### config.mk
export PLATFORM = sky130hd
export DESIGN_NAME = pc_gen
export DESIGN_NICKNAME = d
export VERILOG_FILES = /design/src/verilog/fetch_pkg.sv /design/src/verilog/pc_gen.sv
export SDC_FILE = /design/constraint.sdc
export NUM_CORES = 1
export LEC_CHECK = 0
export BUFFER_PORTS_ARGS = -buffer_cell sky130_fd_sc_hd__buf_4
export CAP_MARGIN = 20
export CORE_MARGIN = 2
export CORE_UTILIZATION = 51
export DETAILED_ROUTE_END_ITERATION = 10
export PLACE_DENSITY = 0.84
export RECOVER_POWER = 100
export SLEW_MARGIN = 20
export SYNTH_ARGS = -nofsm -noshare
export SYNTH_HDL_FRONTEND = slang
export SYNTH_SLANG_ARGS = --single-unit
### constraint.sdc
create_clock -name clk -period 2.5 [get_ports clk]
set_input_delay 0.125 -clock clk [delete_from_list [all_inputs] [get_ports clk]]
set_output_delay 0.125 -clock clk [all_outputs]
set_load 0.005 [all_outputs]
### src/verilog/fetch_pkg.sv
package fetch_pkg;

    ////////////////////
    // widths
    ////////////////////
    localparam int PC_W      = 32;
    localparam int INSTR_W   = 32;
    // rom of 1024 words
    localparam int MEM_IDX_W = 10;

    typedef logic [PC_W-1:0]      pc_t;
    typedef logic [INSTR_W-1:0]   instr_t;
    typedef logic [MEM_IDX_W-1:0] mem_idx_t;

    // pc register after reset, first fetch lands on 0
    localparam pc_t RESET_PC = 32'hffff_fffc;

    // one-hot, as in the older fetch stage
    typedef enum logic [2:0] {
        LEAP  = 3'b001,
        EMPTY = 3'b010,
        FULL  = 3'b100
    } fetch_state_e;

    // one fetched instruction on its way to decode
    typedef struct packed {
        pc_t    pc;
        instr_t instr;
    } if_to_id_t;

    // rom contents, inverted index on top and plain index below
    function automatic instr_t rom_word(input mem_idx_t idx);
        logic [15:0] w;
        w = 16'(idx);
        return {~w, w};
    endfunction

endpackage

### src/verilog/pc_gen.sv
module pc_gen import fetch_pkg::*; (
    input  logic clk,
    input  logic rst_n,
    input  logic redirect,
    input  pc_t  redirect_pc,
    input  logic if_allow_in,
    output logic pre_valid,
    output logic pre_ready_go,
    output pc_t  next_pc
);

    pc_t  last_pc;
    logic redir_pend;
    pc_t  redir_tgt;
    logic accept;

    // request taken by the fetch stage this edge
    assign accept = pre_valid && pre_ready_go && if_allow_in;

    // address formed in the same cycle so no stall here
    assign pre_ready_go = 1'b1;
    // a next address is always on offer
    assign pre_valid    = 1'b1;

    ////////////////////
    // next address
    ////////////////////
    // fresh redirect wins over the remembered one and over plus four
    always_comb begin
        if (redirect) begin
            next_pc = redirect_pc;
        end else if (redir_pend) begin
            next_pc = redir_tgt;
        end else begin
            next_pc = last_pc + 32'd4;
        end
    end

    always_ff @(posedge clk) begin
        if (!rst_n) begin
            last_pc    <= RESET_PC;
            redir_pend <= 1'b0;
        end else begin
            if (accept) begin
                last_pc <= next_pc;
            end
            // issued target clears the pending flag
            if (accept) begin
                redir_pend <= 1'b0;
            end else if (redirect) begin
                redir_pend <= 1'b1;
            end
        end
    end

    // target held until the fetch stage takes it
    always_ff @(posedge clk) begin
        if (redirect && !accept) begin
            redir_tgt <= redirect_pc;
        end
    end

    // remembered redirect goes out with the very next accepted request
    a_pend_issued : assert property (@(posedge clk) disable iff (!rst_n)
        (redir_pend && accept && !redirect) |=> (!redir_pend && last_pc == $past(redir_tgt)));

endmodule

==> flow_summary.toml <==
[sta]
layout_setup_ws_ps = 93.8
fin_hold_ws_ps = 104
final_hold_viol_count = 0
setup_viol = 0
period_needed_ps = 2410
relSlewSlack_pct = 31.8
timing.final.crit_share_pct = 96.2
rsz0062_at_grt = "yes"
finClkSkew_ps = 10.2
tightest_slew_ps = 1020
max_freq_mhz = 416
slew_viol_final = 0

[run_status]
status = "complete, no violations"

[worst_setup_path]
max_stage_delay_ps = 610
reg2reg_depth = 6
crit_family = "simple AND/OR/NAND/NOR gates"
r2r-start = "last_pc[10]"
critPathArrivalTime_ps = 2280
crit_path_top_delay_cell = "or4_1"
cp-end-kind = "output pin"
startpoint_type = "flop"
crit_buf_inv = 1
path_max_fanout = 4
timing.rr.end = "last_pc[24]"
path_depth = 7
startpoint = "last_pc[3]"
critPathKind = "flop to output pin"
crit_chain = "ha_2, nand3_2, or4_1, nor2_1, xnor2_1, a21oi_1, buf_4"
critical_path.endpoint = "next_pc[26]"
worstPathRequired_ps = 2380
reg2reg_setup_slack_ps = 410

[final_layout]
drive_above_1_share_pct = 21.3
n_antenna_cell = 0
area_delta_synth_final_pct = 30.2
fillers = 588
fin_area_mm2 = 0.00491
final_nets = 548

[clocking]
cts_tree = "built"
clkSinkCount = 65
h-tree-depth = 3
cts_inserted_buffers = 9
path_clk_slew_ps = 80
cts_root_buf = "clkbuf_8"
clockBufferDepth = 2
clock_latency_ps = 360

[logic_synthesis]
yosysSeqAreaShare_pct = 43.0
synthFlopType = "dfxtp_1"
synth_area_leaders = "edfxtp_1, dfxtp_1, nand2_1, mux2i_1, nor2_1"
syn_area_mm2 = 0.00377
synth_top_area_share_pct = 25.5
yosys_warnings = 0
ys_types = 63
synth_area_per_cell_um2 = 9.05
synth-edff-count = 32
async_flop_share_pct = 0
ys_ff_latch = 65
yosys.area.top_type = "edfxtp_1"
synth_cells = 417

[global_route]
antenna_found_initial = 0
grt_overflow = 0
first_global_vias = 3712
track_usage_pct = 26.9
grt_pass1_wl_um = 17800
grt_max_degree = 47

[floorplanning]
io_pins = 70
initial_core_util_pct = 52.3
dieArea_mm2 = 0.00811
die_h_um = 90.0
num_rows = 31
core_area_mm2 = 0.00721
die_x_um = 90.0

[detailed_routing]
drtIter0Drc = 292
route.detailed.drc = 0
wl_um = 11000
routedWlPerCell_um = 17.8
firstDrtPassIters = 5
ant_nets = 0
vias = 3771
viasPerCell = 6.13

[flow_run]
max_cap_violations = 0

[min_path]
hold_path.class = "input port to flop"

[place]
placed_cell_area_mm2 = 0.00436
dp_hpwl_um = 7010
gp_congestion = 0.924
io_buffer_count = 67
pre_cts_ws_ps = 222

[pwr]
ir_drop_uv = 497
leakage_nw = 1.90
pwr_density_cell_mw_per_mm2 = 623
## cell type report
type                            instances  area [um^2]  area share, %
Clock buffer                            9          124           2.52
Clock inverter                          7         95.1           1.93
Inverter                                7         26.3          0.535
Multi-Input combinational cell        310         2010           40.9
Sequential cell                        65         1630           33.2
Tap cell                               99          124           2.52
Timing Repair Buffer                  118          902           18.4
## per-layer routing
metal | vias up | part of all wire [%] | global-route usage [%]
met2 | 212 | 49 | 45.0
li1 | 1752 | - | -
met1 | 1780 | 41 | 34.5
met5 | - | 0 | 0
met4 | 0 | 1.9 | 11.7
met3 | 27 | 8.2 | 4.27
## state kept, by name, summed over array words and instances, names as in the netlist
signal      flops
redir_pend      1
redir_tgt      32
last_pc        32
## Yosys cell counts, types with 4 or more instances
library cell,number
nand2_1,41
nand4_1,10
and4_1,6
and3_1,7
nor4_1,5
nor2_1,32
nor3_1,5
xnor2_1,9
a221o_1,6
o21ai_1,17
o211ai_1,5
inv_1,5
dfxtp_1,33
clkbuf_1,26
o21ai_0,20
a31oi_1,5
o22ai_1,7
buf_2,5
xor2_1,12
mux2i_1,13
a21o_1,5
nand3_1,14
a22oi_1,12
and2_1,4
a32oi_1,4
a21oi_1,16
edfxtp_1,32
nand2b_1,5
o31ai_1,4
## worst min-delay path by stage
stage                         from            to  slack (ps)  cells past startpoint
finish                       rst_n   last_pc[25]         100                      2
global route                 rst_n    last_pc[2]         110                      2
CTS                          rst_n   last_pc[25]          90                      2
detailed placement  redirect_pc[3]  redir_tgt[3]         310                      1
global placement    redirect_pc[3]  redir_tgt[3]         310                      1
floorplan           redirect_pc[0]  redir_tgt[0]         220                      0
## stage by stage
step | TNS (ps) | instances | total power, mW | utilization [%]
floorplan | 0 | 418 | 1.72 | -
global placement | 0 | 562 | 1.97 | 60.5
detailed placement | 0 | 562 | 1.99 | 60.5
CTS | 0 | 611 | 3.03 | 68.2
global route | -63.1 | 615 | 3.18 | 68.1
finish | 0 | 615 | 3.06 | 68.1
## where the power goes
part           internal, mW  switching [mW]
clock                 0.559           0.452
combinational         0.356           0.411
sequential             1.20          0.0819
total                  2.12           0.945
## placed cells by master (no fill, tap or decap), types with 5 or more instances in the layout
| cell | Yosys | layout |
|---|---|---|
| nand4_1 | 10 | 10 |
| o211ai_1 | 5 | 5 |
| a21oi_1 | 16 | 16 |
| nand2_1 | 41 | 41 |
| nand2b_1 | 5 | 5 |
| and4_1 | 6 | 5 |
| clkbuf_1 | 26 | 18 |
| nand3_1 | 14 | 12 |
| mux2i_1 | 13 | 13 |
| dlygate4sd3_1 | 0 | 32 |
| nor4_1 | 5 | 5 |
| nor3_1 | 5 | 5 |
| o21ai_1 | 17 | 16 |
| and3_1 | 7 | 7 |
| edfxtp_1 | 32 | 32 |
| dfxtp_2 | 0 | 9 |
| clkbuf_4 | 0 | 17 |
| nor2_1 | 32 | 31 |
| a22oi_1 | 12 | 12 |
| clkbuf_8 | 0 | 9 |
| a31oi_1 | 5 | 5 |
| o21ai_0 | 20 | 21 |
| xor2_1 | 12 | 12 |
| a221o_1 | 6 | 6 |
| a21o_1 | 5 | 5 |
| dfxtp_1 | 33 | 24 |
| inv_1 | 5 | 5 |
| buf_4 | 2 | 50 |
| o22ai_1 | 7 | 7 |
| xnor2_1 | 9 | 9 |
## repair_timing
action	in CTS	in global routing
gates resized for setup	3	12
endpoints found under the setup margin	3	13
pin swaps	0	3
hold buffers	32	0
setup buffers	1	3
hold endpoints to repair	32	0
gates cloned	0	1
## logic make-up (layout without fill, tap and decap cells)
logic type,count (synthesis),count (layout),share of synthesized area [%]
compound gates,126,126,22.7
other cells,1,2,0.0993
simple gates,146,146,20.7
flops,65,65,43.0
xor+xnor,21,21,4.87
fa+ha+maj,1,1,0.331
mux,14,14,3.75
buf+inv,43,141,4.64
No activity file was read; power rests on OpenSTA's default activity.
