$ cat src/verilog/fetch_pkg.sv
package fetch_pkg;

    ////////////////////
    // widths
    ////////////////////
    localparam int PC_W      = 32;
    localparam int INSTR_W   = 32;
    // rom of 1024 words
    localparam int MEM_IDX_W = 10;

    typedef logic [PC_W-1:0]      pc_t;
    typedef logic [INSTR_W-1:0]   instr_t;
    typedef logic [MEM_IDX_W-1:0] mem_idx_t;

    // pc register after reset, first fetch lands on 0
    localparam pc_t RESET_PC = 32'hffff_fffc;

    // one-hot, as in the older fetch stage
    typedef enum logic [2:0] {
        LEAP  = 3'b001,
        EMPTY = 3'b010,
        FULL  = 3'b100
    } fetch_state_e;

    // one fetched instruction on its way to decode
    typedef struct packed {
        pc_t    pc;
        instr_t instr;
    } if_to_id_t;

    // rom contents, inverted index on top and plain index below
    function automatic instr_t rom_word(input mem_idx_t idx);
        logic [15:0] w;
        w = 16'(idx);
        return {~w, w};
    endfunction

endpackage

$ cat src/verilog/fetch_stage.sv
module fetch_stage import fetch_pkg::*; (
    input  logic      clk,
    input  logic      rst_n,
    input  logic      hold,
    input  logic      cancel,
    input  logic      mem_data_ok,
    input  instr_t    rom_rdata,
    input  pc_t       next_pc,
    input  logic      pre_valid,
    input  logic      pre_ready_go,
    input  logic      id_allow_in,
    output logic      if_allow_in,
    output logic      if_valid,
    output logic      if_ready_go,
    output if_to_id_t if_bundle
);

    fetch_state_e state;
    fetch_state_e state_nxt;
    pc_t          pc_q;
    // instruction parked while decode is busy
    logic         inst_buf_vld;
    instr_t       inst_buf;
    logic         pipe_valid;
    logic         req_ok;
    logic         commit_ok;
    logic         have_reply;

    ////////////////////
    // handshake
    ////////////////////
    assign pipe_valid = pre_valid && pre_ready_go;
    assign req_ok     = pipe_valid && if_allow_in;
    assign commit_ok  = if_ready_go && id_allow_in;
    // reply in hand, parked or arriving now
    assign have_reply = mem_data_ok || inst_buf_vld;

    assign if_valid    = (state == FULL);
    assign if_ready_go = if_valid && have_reply && !hold;
    // empty, or the held item leaves this edge
    // no refill on a flush edge, the target comes next
    assign if_allow_in = (state == EMPTY) || (commit_ok && !cancel);

    assign if_bundle.pc    = pc_q;
    assign if_bundle.instr = inst_buf_vld ? inst_buf : rom_rdata;

    ////////////////////
    // state machine
    ////////////////////
    always_ff @(posedge clk) begin
        if (!rst_n) begin
            state <= EMPTY;
        end else begin
            state <= state_nxt;
        end
    end

    always_comb begin
        state_nxt = state;
        case (state)
            // orphan reply still on its way
            LEAP: begin
                if (mem_data_ok) begin
                    state_nxt = EMPTY;
                end
            end
            EMPTY: begin
                if (req_ok) begin
                    state_nxt = FULL;
                end
            end
            FULL: begin
                if (cancel) begin
                    // nothing owed once the reply is in
                    state_nxt = have_reply ? EMPTY : LEAP;
                end else if (commit_ok) begin
                    // back to back when a new pc is taken
                    state_nxt = req_ok ? FULL : EMPTY;
                end
            end
            default: begin
                state_nxt = EMPTY;
            end
        endcase
    end

    ////////////////////
    // pc and side buffer
    ////////////////////
    always_ff @(posedge clk) begin
        if (!rst_n) begin
            pc_q <= RESET_PC;
        end else if (req_ok) begin
            pc_q <= next_pc;
        end
    end

    // reply during a stall is kept here
    always_ff @(posedge clk) begin
        if (!rst_n) begin
            inst_buf_vld <= 1'b0;
        end else if (cancel || commit_ok) begin
            inst_buf_vld <= 1'b0;
        end else if (mem_data_ok && state == FULL) begin
            inst_buf_vld <= 1'b1;
        end
    end

    // late reply in LEAP never lands here
    always_ff @(posedge clk) begin
        if (mem_data_ok && state == FULL && !commit_ok) begin
            inst_buf <= rom_rdata;
        end
    end

    ////////////////////
    // checks
    ////////////////////
    a_go_needs_valid : assert property (@(posedge clk) disable iff (!rst_n)
        if_ready_go |-> if_valid);

    // a reply in EMPTY would mean memory and stage disagree on what is owed
    a_no_reply_empty : assert property (@(posedge clk) disable iff (!rst_n)
        mem_data_ok |-> (state != EMPTY));

endmodule

$ cat config.mk
export PLATFORM = sky130hd
export DESIGN_NAME = fetch_stage
export DESIGN_NICKNAME = d
export VERILOG_FILES = /design/src/verilog/fetch_pkg.sv /design/src/verilog/fetch_stage.sv
export SDC_FILE = /design/constraint.sdc
export NUM_CORES = 1
export LEC_CHECK = 0
export ABC_AREA = 1
export ABC_CLOCK_PERIOD_IN_PS = 1600
export BUFFER_PORTS_ARGS = -buffer_cell sky130_fd_sc_hd__buf_2
export CORE_MARGIN = 1.5
export CORE_UTILIZATION = 30
export DETAILED_ROUTE_END_ITERATION = 7
export PLACE_DENSITY = 0.56
export RECOVER_POWER = 100
export SYNTH_ARGS = -nofsm -noshare
export SYNTH_HDL_FRONTEND = slang
export SYNTH_SLANG_ARGS = --single-unit
$ cat constraint.sdc
create_clock -name clk -period 1.6 [get_ports clk]
set_input_delay 0.32 -clock clk [delete_from_list [all_inputs] [get_ports clk]]
set_output_delay 0.32 -clock clk [all_outputs]
set_load 0.005 [all_outputs]
==> results.txt, run 1 <==
drt initial violations - 56
Worst Path Required - 1.28 ns
H-tree Lvls - 3
fmax - 639 MHz
initial antenna violation count - 0
worst min path class - input port to flop
Remaining Overflow, GRT - 0
Synth async-reset ratio - 0%
reg-to-reg critical path endpoint - inst_buf[20]
drt pass-1 iters - 4
reg-to-reg critical path startpoint - state[0]
Reg clk slew, reported paths - 0.08 ns
Main synth FF type - dfxtp_1
cts hold-fix bufs - 0
largest net degree at the start of global routing - 34
Layout Cells excl Fill - 597
Num Clock Sinks - 68
crit end category - output pin
Avg WL per Cell - 12.0 um
area leader, netlist - edfxtp_1
Detailed Route WL - 7.15 mm
reg2reg path depth - 7
vias in the first global route - 2331
crit-path max FO - 3
Die Y - 101 um
Via Count - 2589
Cell Area, Synth - 0.00288 mm2
diode count - 0
sequential cell area fraction in the yosys report - 58.4%
GRT Total Usage - 14.5%
P&R area growth vs syn - 35.9%
VDD IR max - 0.000393 V
CTS Root Cell - clkbuf_8
CP Capture Point - if_allow_in
# port buffers - 138
row cnt - 35
r2r setup slk - 0.10 ns
Post-Route Skew - 0.0111 ns
Arr. time, crit path - 1.24 ns
DP Area - 0.00372 mm2
WS Path Type - flop to output pin
Clock Path Buffers - 2
placed cell count - 576
P_leak - 0.00178 uW
top cells by count, synth - 131 x nand2_1, 63 x nand3_1, 36 x dfxtp_1, 32 x edfxtp_1, 11 x clkbuf_1
number of flops mapped to enable cells by yosys - 32
Yosys reg bits - 68
synth warn - 0
pwr/cell area - 988 mW/mm2
clock latency on the worst-skew pair - 0.34 ns
Max-slew headroom - 78.7%
gp weighted congestion - 0.689
top cells by area, synth - edfxtp_1 33%, dfxtp_1 25%, nand2_1 17%, nand3_1 11%, nand2_2 2.2%
Max-cap violations - 0
post-layout minimum cycle time - 1.56 ns
share of cells above drive strength 1 - 30.8%
Nets - 535
detailed placement HPWL - 5.00 mm
max-slew violations - 0
# setup viols final - 0
crit start category - flop
top-area cell type share of the netlist area - 33.4%
IO Pins - 139
post-synth cell types - 24
combinational power share - 13.4%
# DRC - 0
CTS tree - built
Antenna Nets Post-Route - 0
internal power - 2880 uW
final count of hold timing violations - 0
Starting Density - 31.0%
total CTS buffers - 9
Hold Path Depth - 1
crit path launch - state[0]
Die X - 101 um
post-layout instance area - 0.00391 mm2
fillers - 1025
sequential power share - 49.9%
first-pass GRT wire length - 11.2 mm
most common cell in the netlist - nand2_1
Clock Power Share - 36.6%
Net Sw Frac - 25.4%
worst hold path startpoint - rom_rdata[8]
Switch Pwr - 983 uW
status - complete, no violations
Synth Instances - 322
unrepaired setup endpoints after global routing - yes
core area - 0.00928 mm2
full die area - 0.0102 mm2
Via-to-Cell Ratio - 4.34
Syn Area/Cell - 8.94 um2
Worst-Margin Slew - 0.320 ns
Synth Net Count - 394
period utilization - 97.7%
final core occ - 42.1%
==> final cells by class <==
type / count / area, um2 / share of cell area (%)
clock buffers: 10 / 138 / 3.52
clock inverters: 6 / 61.3 / 1.57
inverters: 11 / 45.0 / 1.15
multi-input cells: 225 / 1050 / 26.8
flip-flops and latches: 68 / 1690 / 43.2
well taps: 129 / 161 / 4.13
repair buffers: 148 / 771 / 19.7
==> routing by layer <==
layer  wire length, um  vias up  global-route usage (%)
li1                  -     1337                       -
met1              3250     1133                    17.6
met2              3120      108                    22.3
met3               653       11                    6.38
met4               123        0                    6.09
met5                 0        -                       0
==> cell families (layout without fill, tap and decap cells) <==
| family | Yosys count | after routing | synth area share (%) |
|---|---|---|---|
| buffers and inverters | 30 | 175 | 5.74 |
| AND/OR/NAND/NOR | 215 | 216 | 33.7 |
| AO/OA/AOI/OAI | 9 | 9 | 2.13 |
| flip-flops | 68 | 68 | 58.4 |
==> power by group through the flow <==
stage | clock network (uW) | registers (uW) | logic, uW
after global placement | 0 | 1970 | 523
after CTS | 1470 | 1930 | 546
after global routing | 1550 | 1940 | 588
final | 1420 | 1930 | 519
after floorplan | 0 | 1970 | 280
after detailed placement | 0 | 1970 | 532
==> cell usage in the layout, fill, tap and decap left out, types with 2 or more instances in the layout <==
cell	Yosys	final
a21oi_1	4	5
nand2_8	2	2
buf_4	1	3
edfxtp_1	32	32
buf_12	1	3
nand2_1	131	128
clkbuf_1	11	46
clkinv_2	0	2
buf_2	2	91
dfxtp_1	36	33
inv_2	0	2
nand2_2	10	13
dfxtp_2	0	2
clkbuf_8	0	10
nand3_1	63	63
inv_1	10	7
nor2_1	4	4
o21ai_0	2	2
inv_4	0	2
buf_6	4	4
==> metrics by stage <==
| stage | power, uW | setup TNS [ns] | setup slack [ns] | hold slack [ns] |
|---|---|---|---|---|
| floorplan | 2250 | 0 | 0.00206 | 0.419 |
| global placement | 2490 | 0 | 0.174 | 0.434 |
| detailed placement | 2500 | 0 | 0.140 | 0.437 |
| CTS | 3940 | 0 | 0.0116 | 0.148 |
| global route | 4080 | -0.705 | -0.0612 | 0.141 |
| finish | 3860 | 0 | 0.0361 | 0.166 |
==> flip-flops by register name (all words and copies together), names as in the netlist <==
name          count
inst_buf_vld      1
pc_q             32
inst_buf         32
state             3
==> worst min-delay path by stage <==
stage	slack, ns	endpoint
floorplan	0.42	inst_buf[0]
global placement	0.43	pc_q[7]
detailed placement	0.44	pc_q[24]
CTS	0.15	inst_buf[8]
global route	0.14	inst_buf[8]
finish	0.17	inst_buf[8]
==> what timing repair did <==
action,in CTS,in global routing
pin swaps,2,2
gates resized for setup,6,5
endpoints found under the setup margin,33,66
buffers inserted,4,0
gates cloned,0,1
==> worst max-delay path: stages (launching register included) <==
cell and delay [ns]:
dfxtp_2 0.34, nor2_2 0.08, nand2_2 0.09, nor2_4 0.12
nand3_4 0.10, nand2_8 0.08, buf_6 0.09
(Power assumes the default switching activity.)
==> inputs of run 2 (changes only) <==
--- a/config.mk
+++ b/config.mk
@@ -11,7 +11,7 @@
 export CORE_MARGIN = 1.5
 export CORE_UTILIZATION = 30
 export DETAILED_ROUTE_END_ITERATION = 7
-export PLACE_DENSITY = 0.56
+export PLACE_DENSITY = 0.67
 export RECOVER_POWER = 100
 export SYNTH_ARGS = -nofsm -noshare
 export SYNTH_HDL_FRONTEND = slang
==> constraint.sdc (replaced) <==
create_clock -name clk -period 1.6 [get_ports clk]
set_input_delay 0.32 -clock clk [delete_from_list [all_inputs] [get_ports clk]]
set_output_delay 0.32 -clock clk [all_outputs]
set_load 0.1 [all_outputs]
==> results.txt, run 2 (same netlist as run 1, synthesis figures left out) <==
P_leak - 0.00211 uW
CTS tree - built
IO Pins - 139
status - complete, but fails checks
Max-slew headroom - 67.1%
reg2reg path depth - 8
reg-to-reg critical path startpoint - state[1]
fmax - 603 MHz
Nets - 542
worst path cell trace - nor2_4 -> nand2_2 -> nor2_4 -> nand3_4 -> nand2_8 -> buf_12
Antenna Nets Post-Route - 0
full die area - 0.0102 mm2
period utilization - 104%
crit end category - output pin
gp weighted congestion - 0.732
WS Path Type - flop to output pin
CTS Root Cell - clkbuf_8
Worst Slack Setup Final - -0.0595 ns
crit-path max FO - 2
# setup viols final - 27
largest net degree at the start of global routing - 34
P&R area growth vs syn - 71.4%
most frequent cells in the layout - 72 x buf_2, 64 x nand2_1, 62 x nand3_1, 47 x nand2_2, 39 x buf_12
diode count - 0
worst hold slack - 0.177 ns
Worst-Margin Slew - 0.498 ns
Max-cap violations - 0
critical path's largest stage delay - 0.34 ns
Clock Path Buffers - 2
pre-CTS WS - 0.108 ns
placed cell count - 577
reg-to-reg critical path endpoint - inst_buf[1]
total CTS buffers - 9
drt initial violations - 84
Via-to-Cell Ratio - 4.53
core area - 0.00928 mm2
highest-delay cell along the critical path - dfxtp_2
detailed placement HPWL - 5.46 mm
unrepaired setup endpoints after global routing - yes
violated checks - setup timing
Remaining Overflow, GRT - 0
crit path launch - state[1]
r2r setup slk - 0.06 ns
Via Count - 2736
Design Power - 4940 uW
# port buffers - 138
worst min path class - input port to flop
drt pass-1 iters - 4
Post-Route Skew - 0.00582 ns
share of cells above drive strength 1 - 48.8%
cts hold-fix bufs - 0
vias in the first global route - 2516
VDD IR max - 0.000661 V
GRT Total Usage - 15.1%
max-slew violations - 0
most common cell type on the critical path - nor2_4
Die X - 101 um
crit start category - flop
H-tree Lvls - 3
Layout Cells excl Fill - 604
largest registers - inst_buf: 32 flops, pc_q: 32 flops, state: 3 flops
Reg clk slew, reported paths - 0.07 ns
Num Clock Sinks - 68
final count of hold timing violations - 0
row cnt - 35
DP Area - 0.00446 mm2
clock latency on the worst-skew pair - 0.33 ns
# DRC - 0
CP Capture Point - if_allow_in
Die Y - 101 um
initial antenna violation count - 0
Arr. time, crit path - 1.34 ns
Detailed Route WL - 8.39 mm
first-pass GRT wire length - 11.8 mm
Starting Density - 31.0%
most common library cell in the layout ignoring fill and taps - buf_2
pwr/cell area - 1000 mW/mm2
post-layout instance area - 0.00493 mm2
post-layout minimum cycle time - 1.66 ns
Avg WL per Cell - 13.9 um
Worst Path Required - 1.28 ns
==> run 2: changes by cell type in the layout (fill, tap and decap cells not counted), moves of 2 or more <==
cell / change
buf_12: +36
clkbuf_16: +4
buf_2: -19
buf_6: -3
clkbuf_1: -15
buf_4: +4
nand2_4: +29
nand2_2: +34
nand2_1: -64
inv_2: -2
==> run 2: metrics by stage <==
step	util, %	TNS (ns)
3_3_place_gp	48.0	0
2_1_floorplan	-	-21.37
5_1_grt	53.1	-2.97
4_1_cts	51.0	-1.30
3_5_place_dp	48.0	0
6_report	53.1	-0.688
==> run 2: worst min path at each step <==
stage | to | slack, ns | start | depth (start not counted)
finish | inst_buf[13] | 0.18 | rom_rdata[13] | 1
global route | inst_buf[13] | 0.16 | rom_rdata[13] | 1
CTS | inst_buf[29] | 0.15 | rom_rdata[29] | 1
detailed placement | pc_q[11] | 0.44 | pc_q[11] | 2
global placement | pc_q[14] | 0.44 | pc_q[14] | 2
floorplan | inst_buf[0] | 0.42 | rom_rdata[0] | 0
==> run 2: critical path: cells and delay by family, from the launching register on <==
kind | cells | cell delay [ns]
flops | 1 | 0.34
buf+inv | 1 | 0.17
simple gates | 5 | 0.51
==> run 2: cell type report <==
class                   instances  area, um2
well taps                     129        161
fillers                       868       4350
clock buffers                  10        138
inverters                      11       53.8
repair buffers                155       1450
clock inverters                 6       61.3
multi-input cells             225       1380
flip-flops and latches         68       1690
==> run 2: where the power goes <==
part           switching (uW)  total (uW)  leakage, uW  internal (uW)
sequential               39.0        1930     0.000586           1890
combinational            1180        1620      0.00141            440
clock                     640        1400     0.000107            761
total                    1850        4940      0.00211           3090
==> run 2: layer usage <==
layer / wire [um] / up-vias / global-route usage, %
met1: 3480 / 1254 / 18.8
met3: 600 / 10 / 4.16
met5: 0 / - / 0
met2: 4210 / 118 / 24.4
li1: - / 1354 / -
met4: 106 / 0 / 6.73
==> run 2: what timing repair did <==
action                                 CTS  global route
resized for setup                       14            40
pin swaps                                4             4
setup endpoints to repair               33            40
endpoints found under the hold margin    0             0
setup buffers                            3             2
cloned                                   1             5
