## config.mk

```make
export PLATFORM = sky130hd
export DESIGN_NAME = decode_latch
export DESIGN_NICKNAME = d
export VERILOG_FILES = /design/src/verilog/fetch_pkg.sv /design/src/verilog/decode_latch.sv
export SDC_FILE = /design/constraint.sdc
export NUM_CORES = 1
export LEC_CHECK = 0
export ABC_AREA = 1
export BUFFER_PORTS_ARGS = -buffer_cell sky130_fd_sc_hd__buf_2
export CAP_MARGIN = 40
export CORE_MARGIN = 4
export CORE_UTILIZATION = 36
export DETAILED_ROUTE_END_ITERATION = 10
export PLACE_DENSITY = 0.79
export SLEW_MARGIN = 20
export SYNTH_ARGS = -nofsm -noshare
export SYNTH_HDL_FRONTEND = slang
export SYNTH_SLANG_ARGS = --single-unit
```

## constraint.sdc

```tcl
create_clock -name clk -period 3.95 [get_ports clk]
set_input_delay 0 -clock clk [delete_from_list [all_inputs] [get_ports clk]]
set_output_delay 0 -clock clk [all_outputs]
set_load 0.1 [all_outputs]
```

## src/verilog/fetch_pkg.sv

```systemverilog
package fetch_pkg;

    ////////////////////
    // widths
    ////////////////////
    localparam int PC_W      = 32;
    localparam int INSTR_W   = 32;
    // rom of 1024 words
    localparam int MEM_IDX_W = 10;

    typedef logic [PC_W-1:0]      pc_t;
    typedef logic [INSTR_W-1:0]   instr_t;
    typedef logic [MEM_IDX_W-1:0] mem_idx_t;

    // pc register after reset, first fetch lands on 0
    localparam pc_t RESET_PC = 32'hffff_fffc;

    // one-hot, as in the older fetch stage
    typedef enum logic [2:0] {
        LEAP  = 3'b001,
        EMPTY = 3'b010,
        FULL  = 3'b100
    } fetch_state_e;

    // one fetched instruction on its way to decode
    typedef struct packed {
        pc_t    pc;
        instr_t instr;
    } if_to_id_t;

    // rom contents, inverted index on top and plain index below
    function automatic instr_t rom_word(input mem_idx_t idx);
        logic [15:0] w;
        w = 16'(idx);
        return {~w, w};
    endfunction

endpackage

```

## src/verilog/decode_latch.sv

```systemverilog
module decode_latch import fetch_pkg::*; (
    input  logic      clk,
    input  logic      rst_n,
    input  logic      flush,
    input  logic      if_valid,
    input  logic      if_ready_go,
    input  if_to_id_t if_bundle,
    input  logic      id_ready,
    output logic      id_allow_in,
    output logic      id_valid,
    output if_to_id_t id_bundle
);

    logic      valid_q;
    if_to_id_t bundle_q;
    logic      load;
    logic      consume;

    ////////////////////
    // handshake
    ////////////////////
    assign load    = if_valid && if_ready_go && id_allow_in;
    assign consume = valid_q && id_ready;

    // room when empty or when the item leaves this edge
    assign id_allow_in = !valid_q || id_ready;

    assign id_valid  = valid_q;
    assign id_bundle = bundle_q;

    // flush beats a refill, the item came from the old path
    always_ff @(posedge clk) begin
        if (!rst_n) begin
            valid_q <= 1'b0;
        end else if (flush) begin
            valid_q <= 1'b0;
        end else if (load) begin
            valid_q <= 1'b1;
        end else if (consume) begin
            valid_q <= 1'b0;
        end
    end

    // pc and instruction, no reset
    always_ff @(posedge clk) begin
        if (load) begin
            bundle_q <= if_bundle;
        end
    end

    // back-pressure keeps the output still
    a_hold_stable : assert property (@(posedge clk) disable iff (!rst_n)
        (id_valid && !id_ready && !flush) |=> (id_valid && $stable(id_bundle)));

endmodule

```

==> flow_summary.json, run 1 <==
{
  "final_antenna_net_count": 0,
  "slowest_delay_ps": 410,
  "synth.area.top_cells": "edfxtp_1 (97%), dfxtp_1 (1.0%), a21oi_2 (0.44%), nand2_1 (0.38%), nand2_2 (0.32%)",
  "place.gp.congestion": 0.706,
  "outcome": "finished, final reports clean",
  "h-tree-depth": 3,
  "cp-start-kind": "flip-flop",
  "hold_path.class": "input port to flip-flop",
  "final_cells": 362,
  "wl_mm": 6.39,
  "die_w_um": 82.1,
  "critical_path_required_ps": 3930,
  "clkSinkCount": 65,
  "pwr-share-clk_pct": 34.1,
  "synth_top_area_share_pct": 97.2,
  "tightest_slew_ps": 517,
  "p_leak_nw": 1.56,
  "drv_cap": 0,
  "holdPathEnd": "id_bundle[24]",
  "syn_nets": 142,
  "avgViaCountPerCell": 4.35,
  "antenna_found_initial": 0,
  "arrival_ps": 1740,
  "cts_buffers": 9,
  "r2r_cells": 3,
  "finalWorstSetupSlack_ps": 2190,
  "drt-initial-drc-count": 64,
  "p_comb_share_pct": 19.6,
  "final.setup.tns_ps": 0,
  "met2_length_mm": 3.33,
  "max_slew_margin_pct": 65.8,
  "path_class": "flip-flop to flip-flop",
  "die_h_um": 82.1,
  "clockBufferDepth": 2,
  "cp_max_fo": 31,
  "synth-seq-area-share_pct": 98.2,
  "synth_area_um2": 1980,
  "cell_internal_pwr_w": 0.00123,
  "grt_max_degree": 32,
  "overflow": 0,
  "grt_pass1_vias": 1860,
  "power_density_nw_per_um2": 471,
  "pre_cts_slack_ps": 2240,
  "holdWs_ps": 168,
  "r2r-start": "id_valid",
  "avgSynthCellArea_um2": 27.5,
  "placedCellCount": 279,
  "finalSetupViolCount": 0,
  "regToRegSetupSlack_ps": 2190,
  "hp-start": "id_ready",
  "final.fill_count": 348,
  "core_area_um2": 5200,
  "r2r_end": "id_bundle[50]",
  "io_pins": 136,
  "synthDistinctLibCells": 8,
  "power.switching_w": 0.000497,
  "period_share_pct": 44.5,
  "yosys.area.top_type": "edfxtp_1",
  "path_delay_family": "buffers and inverters",
  "cp_cell_sequence": "a21oi_4 -> buf_16 -> buf_4",
  "grt_pass1_wl_mm": 9.54,
  "syn_to_final_growth_pct": 85.4,
  "crit_slowest_cell": "a21oi_4",
  "drc": 0,
  "nets": 357,
  "seq_power_share_pct": 46.4,
  "top_layer": "met4",
  "portBuffers": 135,
  "initial_core_util_pct": 38.0,
  "fin_worst_skew_ps": 11.9,
  "routed-via-count": 1576,
  "dr_wl_met3_um": 684,
  "cts_root_buf": "clkbuf_8",
  "clk_latency_ps": 330,
  "n_antenna_cell": 0,
  "finalHoldViolations": 0,
  "rows": 26,
  "yosysWarnings": 0,
  "drive_gt1_share_pct": 53.1,
  "sw_frac_of_total_pct": 28.8,
  "path_buf_inv": 2,
  "routedWlPerCell_um": 17.6,
  "rsz0062_at_grt": "false",
  "ir_drop_mv": 0.290,
  "grt_util_all_layers_pct": 20.4,
  "clock.fmax_mhz": 569,
  "path_clk_slew_ps": 70,
  "ys_ff_latch": 65,
  "postSynthCellCount": 72,
  "report.final.slew_viol_count": 0,
  "post_cts_buffers": 0,
  "cts_tree": "yes",
  "min_path_cells": 3,
  "cp-end-kind": "flip-flop",
  "drt-met1-wl_mm": 2.22,
  "firstDrtPassIters": 4,
  "fin_crit_ps": 1760,
  "die-area_um2": 6740
}
-- cell type report --
type | count | area, um^2 | share of cell area [%]
tap | 70 | 87.6 | 2.39
sequential | 65 | 1940 | 53.0
multi-input combinational | 5 | 38.8 | 1.06
clock inverter | 7 | 85.1 | 2.32
clock buffer | 9 | 124 | 3.38
timing repair buffer | 204 | 1380 | 37.7
inverter | 2 | 7.51 | 0.205
-- cell families after synthesis --
kind of cell | count (synthesis) | share of synthesized area (%)
DFF | 65 | 98.2
and+or+nand+nor | 3 | 0.697
AOI/OAI and AO/OA | 2 | 0.696
buffers and inverters | 2 | 0.379
-- state kept, by name, summed over array words and instances (netlist names) --
register   flops
id_bundle     64
id_valid       1
-- layout by cell type, fill, tap and decap left out --
cell type | synthesis | layout
clkinv_2 | 0 | 2
a21oi_4 | 0 | 1
buf_16 | 0 | 1
bufinv_16 | 0 | 2
clkinvlp_4 | 0 | 1
clkbuf_8 | 0 | 9
inv_2 | 1 | 1
inv_1 | 1 | 1
edfxtp_1 | 64 | 64
nand2_1 | 2 | 2
a21oi_2 | 1 | 1
buf_4 | 0 | 1
clkinv_1 | 0 | 2
dlygate4sd3_1 | 0 | 67
dfxtp_1 | 1 | 1
nand2_2 | 1 | 1
buf_2 | 0 | 135
-- per-stage QoR --
step | total power [W] | area [um^2] | utilization [%]
final | 0.00173 | 3670 | 70.4
after global routing | 0.00179 | 3670 | 70.4
after CTS | 0.00173 | 3670 | 70.4
after detailed placement | 0.00110 | 2790 | 53.5
after global placement | 0.00109 | 2760 | 53.0
after floorplan | 0.00103 | 1980 | -
-- tightest hold or removal path, delay by kind of cell --
family	cells	cell delay (ps)
buf+inv	2	180
compound gates	1	130
-- power groups by stage --
stage | combinational (W) | sequential [W] | clock [W]
after global placement | 0.000276 | 0.000813 | 0
after CTS | 0.000333 | 0.000799 | 0.000593
after detailed placement | 0.000282 | 0.000814 | 0
after floorplan | 0.0000131 | 0.00102 | 0
final | 0.000338 | 0.000800 | 0.000588
after global routing | 0.000349 | 0.000803 | 0.000640
-- worst max-delay path by stage --
stage                        start             to  slack [ps]  cells past startpoint
final                     id_valid  id_bundle[50]        2190                      3
after global routing      id_valid  id_bundle[53]        2100                      3
after CTS                 id_valid  id_bundle[34]        2240                      3
after detailed placement  id_valid  id_bundle[18]        2240                      3
after global placement    id_valid  id_bundle[59]        1950                      2
after floorplan           id_valid   id_bundle[0]         920                      1
-- layer usage --
layer	vias up	global-route usage, %
met5	-	0
met4	0	8.80
met3	16	9.87
met2	101	34.7
met1	741	21.4
li1	718	-
-- synth_stat cells --
cell type,n
inv_1,1
a21oi_2,1
nand2_1,2
inv_2,1
a21oi_1,1
edfxtp_1,64
nand2_2,1
dfxtp_1,1
-- timing repair --
action / 4_1_cts / 5_1_grt
gates resized for setup: 0 / 0
hold buffers: 67 / 0
endpoints found under the hold margin: 65 / 0
Note: power is estimated with default switching activity, not from simulation.
==> run 2, diff against run 1 <==
- clock period: 3.95 -> 1.5 ns (I/O delays scaled with it)
==> run 2 against run 1 <==
  * Worst hold slack improved by 130 ps
  * Via count up 0.57%
  * Total power rose to 2.9 times the previous value
==> flow_summary.json, run 2 (synthesis gave the netlist of run 1 again) <==
{
  "core_area_um2": 5200,
  "crit_slowest_cell": "buf_2",
  "p_leak_nw": 1.60,
  "final_antenna_net_count": 0,
  "tightest_slew_ps": 521,
  "path_clk_slew_ps": 70,
  "overflow": 0,
  "final_common_cell": "buf_2",
  "cts_buffers": 9,
  "grt.met2_usage_pct": 35.8,
  "power_density_nw_per_um2": 1320,
  "avgViaCountPerCell": 4.35,
  "finalWorstSetupSlack_ps": 258,
  "cts_root_buf": "clkbuf_8",
  "cts_tree": "yes",
  "pre_cts_slack_ps": 400,
  "final.setup.tns_ps": 0,
  "largest_register_ffs": 64,
  "n_antenna_cell": 0,
  "holdBufCountCts": 69,
  "wl_mm": 6.57,
  "rsz0062_at_grt": "false",
  "arrival_ps": 1240,
  "routedWlPerCell_um": 18.0,
  "ir_drop_mv": 0.859,
  "die_h_um": 82.1,
  "drive_gt1_share_pct": 53.7,
  "regArea_um2": 1950,
  "fin_crit_ps": 1240,
  "hold_path.class": "input port to flip-flop",
  "drt-initial-drc-count": 33,
  "critical_path_required_ps": 1500,
  "fin_worst_skew_ps": 7.04,
  "final.fill_count": 333,
  "syn_to_final_growth_pct": 89.8,
  "path_class": "flip-flop to output port",
  "clkSinkCount": 65,
  "finalInstanceArea_um2": 3750,
  "outcome": "finished, final reports clean",
  "drv_cap": 0,
  "die-area_um2": 6740,
  "grt_util_all_layers_pct": 20.8,
  "nets": 359,
  "holdWs_ps": 301,
  "max_slew_margin_pct": 65.5,
  "grt.busiest_layer": "met2",
  "antenna_found_initial": 0,
  "most-common-layout-cells": "buf_2 (135), dlygate4sd3_1 (69), edfxtp_1 (64), clkbuf_8 (9), bufinv_16 (4)",
  "cp-end-kind": "output port",
  "initial_core_util_pct": 38.0,
  "period_share_pct": 82.8,
  "grt_max_degree": 36,
  "finalSetupViolCount": 0,
  "cts.repair.resized": 0,
  "die_w_um": 82.1,
  "report.final.slew_viol_count": 0,
  "rows": 26,
  "grt_pass1_vias": 1792,
  "cp-start-kind": "flip-flop",
  "clockBufferDepth": 2,
  "grt.met3_usage_pct": 9.87,
  "use_met1_pct": 21.1,
  "slowest_delay_ps": 440,
  "clk_latency_ps": 340,
  "place.gp.congestion": 0.697,
  "firstDrtPassIters": 5,
  "place_area_um2": 2800,
  "drc": 0,
  "post_cts_buffers": 0,
  "portBuffers": 135,
  "clock.fmax_mhz": 805,
  "cp_max_fo": 3,
  "io_pins": 136,
  "finalHoldViolations": 0,
  "grt_pass1_wl_mm": 9.57,
  "routed-via-count": 1585,
  "cp_cell_sequence": "nand2_2 -> buf_2",
  "multi_input_area_um2": 38.8,
  "h-tree-depth": 3
}
run 2: area by class of cell:
class                           instances  area share, %
Clock inverter                          7           3.80
Sequential cell                        65           51.9
Multi-Input combinational cell          5           1.03
Inverter                                2          0.200
Tap cell                               70           2.33
Clock buffer                            9           3.30
Timing Repair Buffer                  206           37.5
run 2: worst paths after layout:
check | start | endpoint | slack [ps] | cells after the start
max | id_valid | id_allow_in | 260 | 2
min | if_valid | id_bundle[23] | 300 | 4
max reg2reg | id_valid | id_bundle[28] | 370 | 2
min reg2reg | id_valid | id_valid | 550 | 2
run 2: report_power, final:
group	internal (W)	total [W]	switching, W
sequential	0.00209	0.00211	0.0000230
combinational	0.000239	0.000897	0.000658
clock	0.00127	0.00194	0.000670
run 2: per-layer routing:
metal | wire length (um) | vias to the layer above | share of wire (%)
li1 | - | 717 | -
met1 | 2230 | 744 | 34
met2 | 3390 | 103 | 52
met3 | 755 | 21 | 11
met4 | 193 | 0 | 2.9
met5 | 0 | - | 0
run 2: worst max-delay path: cells and delay by family (launching register included):
family                 cells  cell delay, ps
DFF                        1             360
buffers and inverters      1             440
and+or+nand+nor            1              90
run 2: metrics by stage:
step           power [W]  util [%]  cells
2_1_floorplan    0.00271         -     72
3_3_place_gp     0.00287      53.7    279
3_5_place_dp     0.00289      53.7    279
4_1_cts          0.00495      72.1    364
5_1_grt          0.00511      72.1    364
6_report         0.00495      72.1    364
==> run 3, diff against run 2 <==
- CORE_UTILIZATION: 36 -> 40
- PLACE_DENSITY: 0.79 -> 0.83
- clock period: 1.5 -> 1.15 ns (I/O delays scaled with it)
==> run 3 against run 2 <==
  * The run now ends with setup timing left
  * Non-clock buffer count is 2 higher
  * Clock power rose by 30%
  * Critical path depth decreased by 1
  * Count of clock-buffer cells in the layout is the same
  * Worst hold slack better by 76 ps
  * Via count up 7.6%
  * Core utilization increased by 8.7 points
  * Combinational power grew 37%
  * Largest cell class unchanged
==> flow_summary.json, run 3 (synthesis gave the netlist of run 1 again) <==
{
  "nets": 361,
  "path_buf_inv": 1,
  "met2_length_mm": 4.59,
  "cp_cell_sequence": "buf_2",
  "most-common-layout-cells": "buf_2 (118), dlygate4sd3_1 (68), edfxtp_1 (64), clkbuf_4 (16), clkbuf_8 (9)",
  "period_share_pct": 103,
  "ir_drop_mv": 1.15,
  "fin_worst_skew_ps": 14.1,
  "drt-initial-drc-count": 138,
  "clockBufferDepth": 2,
  "cp_max_fo": 1,
  "cts_root_buf": "clkbuf_8",
  "cp-end-kind": "output port",
  "rsz0062_at_grt": "true",
  "report.final.slew_viol_count": 0,
  "place.gp.congestion": 0.694,
  "finalHoldViolations": 0,
  "final_util_pct": 80.8,
  "cp-start-kind": "flip-flop",
  "grt_util_all_layers_pct": 25.0,
  "pre_cts_slack_ps": 33.2,
  "overflow": 0,
  "final.fill_count": 242,
  "totalPowerFinal_w": 0.00652,
  "h-tree-depth": 3,
  "grt_pass1_vias": 1922,
  "max_slew_margin_pct": 65.5,
  "antenna_found_initial": 0,
  "avgViaCountPerCell": 4.70,
  "path_delay_family": "buffers and inverters",
  "rows": 25,
  "wl_mm": 8.37,
  "crit_slowest_cell": "buf_2",
  "tightest_slew_ps": 522,
  "routedWlPerCell_um": 23.1,
  "final_common_cell": "buf_2",
  "cts_tree": "yes",
  "io_pins": 136,
  "slowest_delay_ps": 450,
  "core_area_um2": 4750,
  "die_h_um": 78.3,
  "clock.fmax_mhz": 846,
  "firstDrtPassIters": 4,
  "fin_crit_ps": 1180,
  "finalWorstSetupSlack_ps": -31.9,
  "p_leak_nw": 1.63,
  "portBuffers": 135,
  "clk_latency_ps": 340,
  "finalSetupViolCount": 47,
  "die_w_um": 78.3,
  "drc": 0,
  "power_density_nw_per_um2": 1700,
  "initial_core_util_pct": 41.6,
  "hold_path.class": "input port to flip-flop",
  "critical_path_required_ps": 1150,
  "syn_to_final_growth_pct": 94.2,
  "path_clk_slew_ps": 80,
  "path_class": "flip-flop to output port",
  "drive_gt1_share_pct": 53.7,
  "routed-via-count": 1705,
  "top_layer": "met4",
  "violations": "setup timing",
  "clkSinkCount": 65,
  "hpwl_mm": 3.62,
  "regToRegSetupSlack_ps": -30,
  "drv_cap": 0,
  "n_antenna_cell": 0,
  "largest_register_ffs": 64,
  "grt_pass1_wl_mm": 10.9,
  "die-area_um2": 6130,
  "dr_wl_met3_um": 824,
  "grt_max_degree": 42,
  "arrival_ps": 1180,
  "outcome": "finished with violations",
  "holdWs_ps": 377,
  "cts_buffers": 9,
  "drt-met1-wl_mm": 2.69,
  "final_antenna_net_count": 0
}
run 3: timing repair:
action	4_1_cts	5_1_grt
setup endpoints to repair	0	57
gates resized for setup	0	16
hold endpoints to repair	65	0
setup buffers	0	1
hold buffers	68	0
run 3: path summary, 6_finish.rpt:
check        cells after the start       endpoint          start
max                              1  id_bundle[25]  id_bundle[25]
min                              2   id_bundle[0]   if_bundle[0]
max reg2reg                      3  id_bundle[37]       id_valid
min reg2reg                      2       id_valid       id_valid
run 3: worst reg2reg max path, cell delays in order, from the launching register on:
cell and delay (ps):
dfxtp_4 370, a21oi_4 190, buf_12 150, buf_12 170
run 3: area by class of cell:
type                    instances  area, um^2  share of cell area, %
flip-flops and latches         65        1950                   50.7
multi-input cells               5        38.8                   1.01
repair buffers                208        1510                   39.3
inverters                       2        7.51                  0.196
well taps                      67        83.8                   2.18
clock inverters                 7         133                   3.45
clock buffers                   9         124                   3.23
run 3: through the flow:
step                cell area [um^2]  instances  setup TNS [ps]
global route                    3840        363           -1620
floorplan                       1990         72          -54740
CTS                             3740        360               0
detailed placement              2810        276               0
finish                          3840        363            -927
global placement                2810        276               0
run 3: power by group:
part / leakage [nW] / total [W] / internal (W) / switching (W)
registers: 0.609 / 0.00276 / 0.00272 / 0.0000384
clock network: 0.128 / 0.00253 / 0.00164 / 0.000891
logic: 0.893 / 0.00123 / 0.000342 / 0.000889
total: 1.63 / 0.00652 / 0.00470 / 0.00182
run 3: routing by layer:
layer	track usage, %	vias up
met5	0	-
met4	7.69	0
met3	12.6	19
met2	45.4	147
met1	24.6	817
li1	-	722
